`config.mk`:
```
export PLATFORM = sky130hd
export DESIGN_NAME = binconv_ctrl_flat
export DESIGN_NICKNAME = d
export VERILOG_FILES = /design/src/verilog/binconv_pkg.sv /design/src/verilog/binconv_ctrl_if.sv /design/src/verilog/binconv_ctrl.sv /design/src/flat_wrapper.sv
export SDC_FILE = /design/constraint.sdc
export NUM_CORES = 1
export LEC_CHECK = 0
export BUFFER_PORTS_ARGS = -buffer_cell sky130_fd_sc_hd__buf_4
export CORE_MARGIN = 1
export CORE_UTILIZATION = 42
export CTS_CLUSTER_SIZE = 16
export DETAILED_ROUTE_END_ITERATION = 10
export PLACE_DENSITY = 0.73
export SYNTH_ARGS = -nofsm -noshare
export SYNTH_HDL_FRONTEND = slang
export SYNTH_SLANG_ARGS = --single-unit
```
`constraint.sdc`:
```
create_clock -name clk_i -period 1.6 [get_ports clk_i]
set_clock_uncertainty 0.2 [all_clocks]
set_input_delay 0.16 -clock clk_i [delete_from_list [all_inputs] [get_ports clk_i]]
set_output_delay 0.16 -clock clk_i [all_outputs]
set_load 0.05 [all_outputs]
```
`src/verilog/binconv_pkg.sv`:
```
/*
 * sizes and types shared by the binary convolution array
 * grid values here are defaults, the top level may override PE_H and PE_W
 * activations and weights are unsigned, accumulator has no overflow flag
 */
package binconv_pkg;

  //////////////////////////////////////////////////
  // data widths
  //////////////////////////////////////////////////
  localparam int unsigned ACT_W   = 8;  // activation bits
  localparam int unsigned TP_IN   = 8;  // channels per pixel = lanes per row
  localparam int unsigned NR_ROWS = 9;  // one row per 3x3 tap

  // default PE grid and the buffer that feeds it
  localparam int unsigned PE_H  = 2;
  localparam int unsigned PE_W  = 2;
  localparam int unsigned NR_PE = PE_H * PE_W;
  localparam int unsigned BUF_H = PE_H + 2; // one pixel halo on each side
  localparam int unsigned BUF_W = PE_W + 2;

  // weight precision, qw field must hold QW_MAX itself
  localparam int unsigned QW_MAX = 8;
  localparam int unsigned QW_W   = 4;

  localparam int unsigned PRES_W = 32; // partial result width

  typedef enum logic {
    FILTER_3X3    = 1'b0, // dense, all channels per beat
    FILTER_3X3_DW = 1'b1  // depthwise, one channel per weight word
  } filter_mode_e;

endpackage

```
`src/verilog/binconv_ctrl_if.sv`:
```
/*
 * sequencing bus from the controller to every PE
 * all signals are combinational from the controller, sampled on the PE clock edge
 */
`timescale 1ns/10ps

interface binconv_ctrl_if #(
  parameter int unsigned TP_IN = binconv_pkg::TP_IN
);
  import binconv_pkg::*;

  logic             beat;    // one bit-plane consumed this edge
  logic [QW_W-1:0]  bit_idx; // current weight bit, lsb first
  logic [TP_IN-1:0] chan_en; // lane mask
  logic             clear;   // sync clear, beats beat

  // controller side
  modport ctrl (
    output beat, bit_idx, chan_en, clear
  );

  // PE side
  modport pe (
    input beat, bit_idx, chan_en, clear
  );

endinterface

```
`src/verilog/binconv_ctrl.sv`:
```
/*
 * bit-plane and depthwise channel sequencing for the PE array
 * dense result after qw_i beats, depthwise after qw_i * TP_IN beats
 * qw_i must stay stable while a result is being built
 */
`timescale 1ns/10ps

module binconv_ctrl (
  input  logic                         clk_i,
  input  logic                         rst_ni,
  input  logic                         enable_i,
  input  logic                         clear_i,
  input  logic                         act_valid_i,
  input  logic                         weight_valid_i,
  input  binconv_pkg::filter_mode_e    filter_mode_i,
  input  logic [binconv_pkg::QW_W-1:0] qw_i,
  binconv_ctrl_if.ctrl                 ctrl_o,
  output logic                         pres_valid_o
);
  import binconv_pkg::*;

  localparam int unsigned CH_W = $clog2(TP_IN);

  logic            beat;
  logic            dw_mode;
  logic            last_bit;
  logic            last_chan;
  logic            done;
  logic [QW_W-1:0] bit_cnt_q, bit_cnt_d;
  logic [CH_W-1:0] chan_cnt_q, chan_cnt_d;
  logic            pres_valid_q;

  assign beat      = enable_i & act_valid_i & weight_valid_i;
  assign dw_mode   = (filter_mode_i == FILTER_3X3_DW);
  assign last_bit  = (bit_cnt_q == qw_i - QW_W'(1));     // msb plane of the word
  assign last_chan = (chan_cnt_q == CH_W'(TP_IN - 1));

  // result complete on the msb plane, in depthwise only on the last channel
  assign done = beat & ~clear_i & last_bit & (~dw_mode | last_chan);

  //////////////////////////////////////////////////
  // counters
  //////////////////////////////////////////////////
  always_comb begin
    bit_cnt_d  = bit_cnt_q;
    chan_cnt_d = chan_cnt_q;
    if (clear_i) begin
      bit_cnt_d  = '0;
      chan_cnt_d = '0;
    end else if (beat) begin
      if (last_bit) begin
        bit_cnt_d = '0;
        // weight word finished, depthwise moves on to the next channel
        if (dw_mode) begin
          chan_cnt_d = last_chan ? '0 : chan_cnt_q + 1'b1;
        end
      end else begin
        bit_cnt_d = bit_cnt_q + 1'b1;
      end
    end
  end

  always_ff @(posedge clk_i or negedge rst_ni) begin
    if (!rst_ni) begin
      bit_cnt_q    <= '0;
      chan_cnt_q   <= '0;
      pres_valid_q <= 1'b0;
    end else begin
      bit_cnt_q    <= bit_cnt_d;
      chan_cnt_q   <= chan_cnt_d;
      pres_valid_q <= done; // one cycle after the last beat
    end
  end

  //////////////////////////////////////////////////
  // outputs
  //////////////////////////////////////////////////
  assign ctrl_o.beat    = beat;
  assign ctrl_o.bit_idx = bit_cnt_q;
  assign ctrl_o.clear   = clear_i;
  // one-hot lane in depthwise, all lanes in dense
  assign ctrl_o.chan_en = dw_mode ? (TP_IN'(1) << chan_cnt_q) : '1;

  assign pres_valid_o = pres_valid_q;

endmodule

```
`src/flat_wrapper.sv`:
```
// flat-port wrapper written by rule: the top's interface ports become plain ports
module binconv_ctrl_flat import binconv_pkg::*;
  (clk_i, rst_ni, enable_i, clear_i, act_valid_i, weight_valid_i, filter_mode_i, qw_i, pres_valid_o, ctrl_o_beat, ctrl_o_bit_idx, ctrl_o_chan_en, ctrl_o_clear);
  binconv_ctrl_if ctrl_o_i ();
  input  logic clk_i;
  input  logic rst_ni;
  input  logic enable_i;
  input  logic clear_i;
  input  logic act_valid_i;
  input  logic weight_valid_i;
  input  binconv_pkg::filter_mode_e filter_mode_i;
  input  logic [binconv_pkg::QW_W-1:0] qw_i;
  output logic pres_valid_o;
  output wire logic [$bits(ctrl_o_i.beat)-1:0] ctrl_o_beat;
  output wire logic [$bits(ctrl_o_i.bit_idx)-1:0] ctrl_o_bit_idx;
  output wire logic [$bits(ctrl_o_i.chan_en)-1:0] ctrl_o_chan_en;
  output wire logic [$bits(ctrl_o_i.clear)-1:0] ctrl_o_clear;
  assign ctrl_o_beat = ctrl_o_i.beat;
  assign ctrl_o_bit_idx = ctrl_o_i.bit_idx;
  assign ctrl_o_chan_en = ctrl_o_i.chan_en;
  assign ctrl_o_clear = ctrl_o_i.clear;
  binconv_ctrl u_core (.clk_i(clk_i), .rst_ni(rst_ni), .enable_i(enable_i), .clear_i(clear_i), .act_valid_i(act_valid_i), .weight_valid_i(weight_valid_i), .filter_mode_i(filter_mode_i), .qw_i(qw_i), .ctrl_o(ctrl_o_i), .pres_valid_o(pres_valid_o));
endmodule
```
# Word level (Yosys, flattened, before mapping)
# Cells that the tools add are included.
# word_totals
ff_bits	8
# classes
n_shift	1
bitwise	8
addsub	3
n_reduce_logical	4
eq_ne	2
n_mux	9
# ops
cell	n
$mux W3	5
$mux W4	3
$mux W8	1
$shl A1 B3 Y8 const A	1
$reduce_bool A2 Y1	3
$and A1 B1 Y1	5
$add A4 B1 Y4 const B	1
$eq A4 B4 Y1	1
$sub A4 B1 Y4 const B	1
$add A3 B1 Y3 const B	1
$eq A3 B3 Y1 const B	1
$reduce_and A3 Y1	1
$not A1 Y1	2
$or A1 B1 Y1	1

# Logic depth before layout (Yosys ltp)
# logic_depth
word_depth	6
mapped_depth	6

# Worst setup path after synthesis
# Ideal clock, no wire load.
# synth_path
path_kind	reg2out
startpoint	reg u_core.chan_cnt_q[0]
endpoint	out ctrl_o_chan_en[2]
path_buffers	0
arrival_time_ns	1.751
setup_slack_ns	-0.511
path_stages_with_launch	5
cell_sequence	dfrtp_1 > inv_1 > ha_1 > inv_1 > o21ai_0
# synth_between
elab_chain_cells	2
# synth_lines
item	line_no	text
start: declaration	binconv_ctrl.sv:30	logic [CH_W-1:0] chan_cnt_q, chan_cnt_d;
start signal: assignment	binconv_ctrl.sv:70	chan_cnt_q <= chan_cnt_d;
$shl A1 B3 Y8	binconv_ctrl.sv:82	assign ctrl_o.chan_en = dw_mode ? (TP_IN'(1) << chan_cnt_q) : '1;
$mux W8	binconv_ctrl.sv:82	
end: declaration	flat_wrapper.sv:16	output wire logic [$bits(ctrl_o_i.chan_en)-1:0] ctrl_o_chan_en;
# No other way between the ends.

# Worst setup path in the final report
# layout_path
startpoint	reg u_core.chan_cnt_q[0]
endpoint	out ctrl_o_chan_en[7]
# Same word-level chain as after synthesis.

==> metrics.cfg <==
[synthesis]
syn_avg_cell_area_um2=9.249
yosys.area.top_type_share_pct=29.25
synth_area_leaders=dfrtp_1, ha_1, o21ai_0
yosysUniqueCellTypes=30
yosys_warnings=0
synth_area_um2=684.4
synthArstFlopShare_pct=100.0
synthesis.nets=93
synth_edf_count=0
yosys.area.top_type=dfrtp_1
synthCells=74
synth-seq-area-share_pct=29.25
ys.flop_type=dfrtp_1
synth-seq-cells=8

[timing]
fin_hold_ws_ns=0.04198
slew_headroom_pct=78.47
fin_crit_sh_pct=109.6
setup_ws_ns=-0.1534
drv_slew=0
period_needed_ns=1.753
setup_viol=11
worst_slew_pin_slew_ns=0.3196
rsz0062_at_grt=yes
hold_viol_final=0
clock.fmax_mhz=570.3

[critical_path]
start_kind=register
arrival_ns=1.39
critPathRequiredTime_ns=1.24
end_kind=output port
critPathKind=reg -> out
reg2reg_depth=4
cp_max_fo=2
r2r_start=u_core.chan_cnt_q[0]
rrSetupSlack_ns=-0.10
worstReg2RegEnd=u_core.chan_cnt_q[2]

[global_route]
grt_max_degree=11
grt_overflow_total=0
track_usage_pct=24.01
grt_pass1_vias=782
antenna_found_initial=0
grt_pass1_wl_mm=3.201

[final_layout]
stdcell_area_um2=1262
drive_above_1_share_pct=65.57
layout.nets=142
antenna_cells=0
area_growth_pct=84.46

[floorplan]
die_height_um=42.37
start_util_pct=45.43
coreArea_um2=1506
num_rows=14
ios=26
dieArea_um2=1795
die_width_um=42.37

[clocking]
path_clk_slew_ns=0.07
cts_root_buf=clkbuf_4
cts_sinks=8
clock_path_buffers=2
clk_latency_ns=0.27
cts_buffers=3
htreeDepth=1
cts_tree=yes

[place]
dp_hpwl_mm=1.423
place.gp.congestion=0.7464
io_buffers=25
placed_cell_area_um2=1052

[routing]
avgRoutedWirePerCell_um=14.77
wl_mm=2.038
viasPerCell=5.435
vias=750
firstDrtPassIters=4
antenna_left=0
drc_errors=0
drtIter0Drc=8

[pwr]
power_density_nw_per_um2=485.6
p_leak_nw=0.5786
worst_ir_drop_vdd_v=0.0005337

[status]
violations=setup timing
outcome=finished with violations

[run]
drv_cap=0

[hold_path]
hp-class=in -> async

## critical path, stage by stage, from the launching register on
cell and delay [ns]:
dfrtp_1 0.38, ha_2 0.21, buf_6 0.12, ha_4 0.15, nand2b_4 0.14, buf_8 0.15
## cells in the mapped netlist, types with 2 or more instances
| cell | count |
|---|---|
| nand3_1 | 2 |
| dfrtp_1 | 8 |
| nand2_1 | 3 |
| and3_1 | 2 |
| nor2_1 | 3 |
| inv_1 | 8 |
| o31ai_1 | 4 |
| a21oi_1 | 5 |
| nand4_1 | 2 |
| nand2b_1 | 2 |
| o21ai_0 | 7 |
| xor2_1 | 3 |
| ha_1 | 8 |
## cell type report
type | count | area [µm²]
multi-input combinational | 55 | 579.3
timing repair buffer | 46 | 395.4
fill | 86 | 244.0
sequential | 8 | 205.2
inverter | 9 | 36.28
clock buffer | 4 | 26.28
tap | 16 | 20.02
## layer usage
layer  up-vias  track usage (%)  routed length (µm)
li1        356                -                   -
met1       359            22.74                 721
met2        26            50.15                1168
met3         9            2.586                  81
met4         0            9.375                  67
met5         -                0                   0
## kinds of logic after synthesis
family,count (synthesis),share of synthesized area (%)
xor gates and xnor gates,6,10.79
AOI/OAI and AO/OA,19,17.73
adders and majority gates,8,14.63
DFF,8,29.25
buffers and inverters,11,6.581
and+or+nand+nor,21,19.56
muxes,1,1.463
## state kept, by name, summed over array words and instances (netlist names)
register / count
u_core.chan_cnt_q: 3
u_core.ctrl_o.bit_idx: 4
u_core.pres_valid_o: 1
## worst max path at each step
stage	startpoint	endpoint	slack, ns	depth (start not counted)
after floorplan	u_core.ctrl_o.bit_idx[3]	u_core.chan_cnt_q[2]	-0.19	4
after global placement	qw_i[0]	u_core.chan_cnt_q[2]	-0.19	7
after detailed placement	qw_i[0]	u_core.chan_cnt_q[2]	-0.25	7
after CTS	u_core.chan_cnt_q[1]	ctrl_o_chan_en[7]	-0.15	5
after global routing	u_core.chan_cnt_q[0]	ctrl_o_chan_en[0]	-0.19	6
final	u_core.chan_cnt_q[0]	ctrl_o_chan_en[7]	-0.15	5
## power by group
group          leakage (nW)  switching [mW]  internal [mW]
Combinational         0.459           0.128         0.0995
Clock                0.0150          0.0831         0.0961
Sequential            0.105         0.00174          0.204
## stage by stage
step / total power [mW] / utilization, % / TNS [ns] / std cells / worst slack, ns
6_report: 0.6131 / 83.80 / -1.082 / 138 / -0.1534
5_1_grt: 0.6333 / 83.80 / -1.675 / 138 / -0.1921
4_1_cts: 0.5895 / 77.33 / -0.9502 / 136 / -0.1549
3_5_place_dp: 0.4000 / 69.85 / -1.379 / 130 / -0.2529
3_3_place_gp: 0.3962 / 69.85 / -1.058 / 130 / -0.1927
2_1_floorplan: 0.3182 / - / -0.4021 / 74 / -0.1930
## cell usage in the layout, fill, tap and decap left out, types with 3 or more instances in the layout
master,Yosys,layout
inv_1,8,4
buf_6,0,10
xor2_2,0,3
o21ai_2,0,6
nand2_1,3,3
clkbuf_4,0,3
ha_1,8,4
buf_4,1,33
dfrtp_1,8,4
o31ai_1,4,3
inv_2,1,4
dfrtp_2,0,4
a21oi_1,5,4
## timing repair
item,in CTS,in global routing
hold buffers,2,0
endpoints found under the hold margin,15,0
pin swaps,9,8
setup buffers,0,2
resized for setup,19,15
endpoints found under the setup margin,11,16
cloned,0,0
Power figures use the tool's default switching activity.
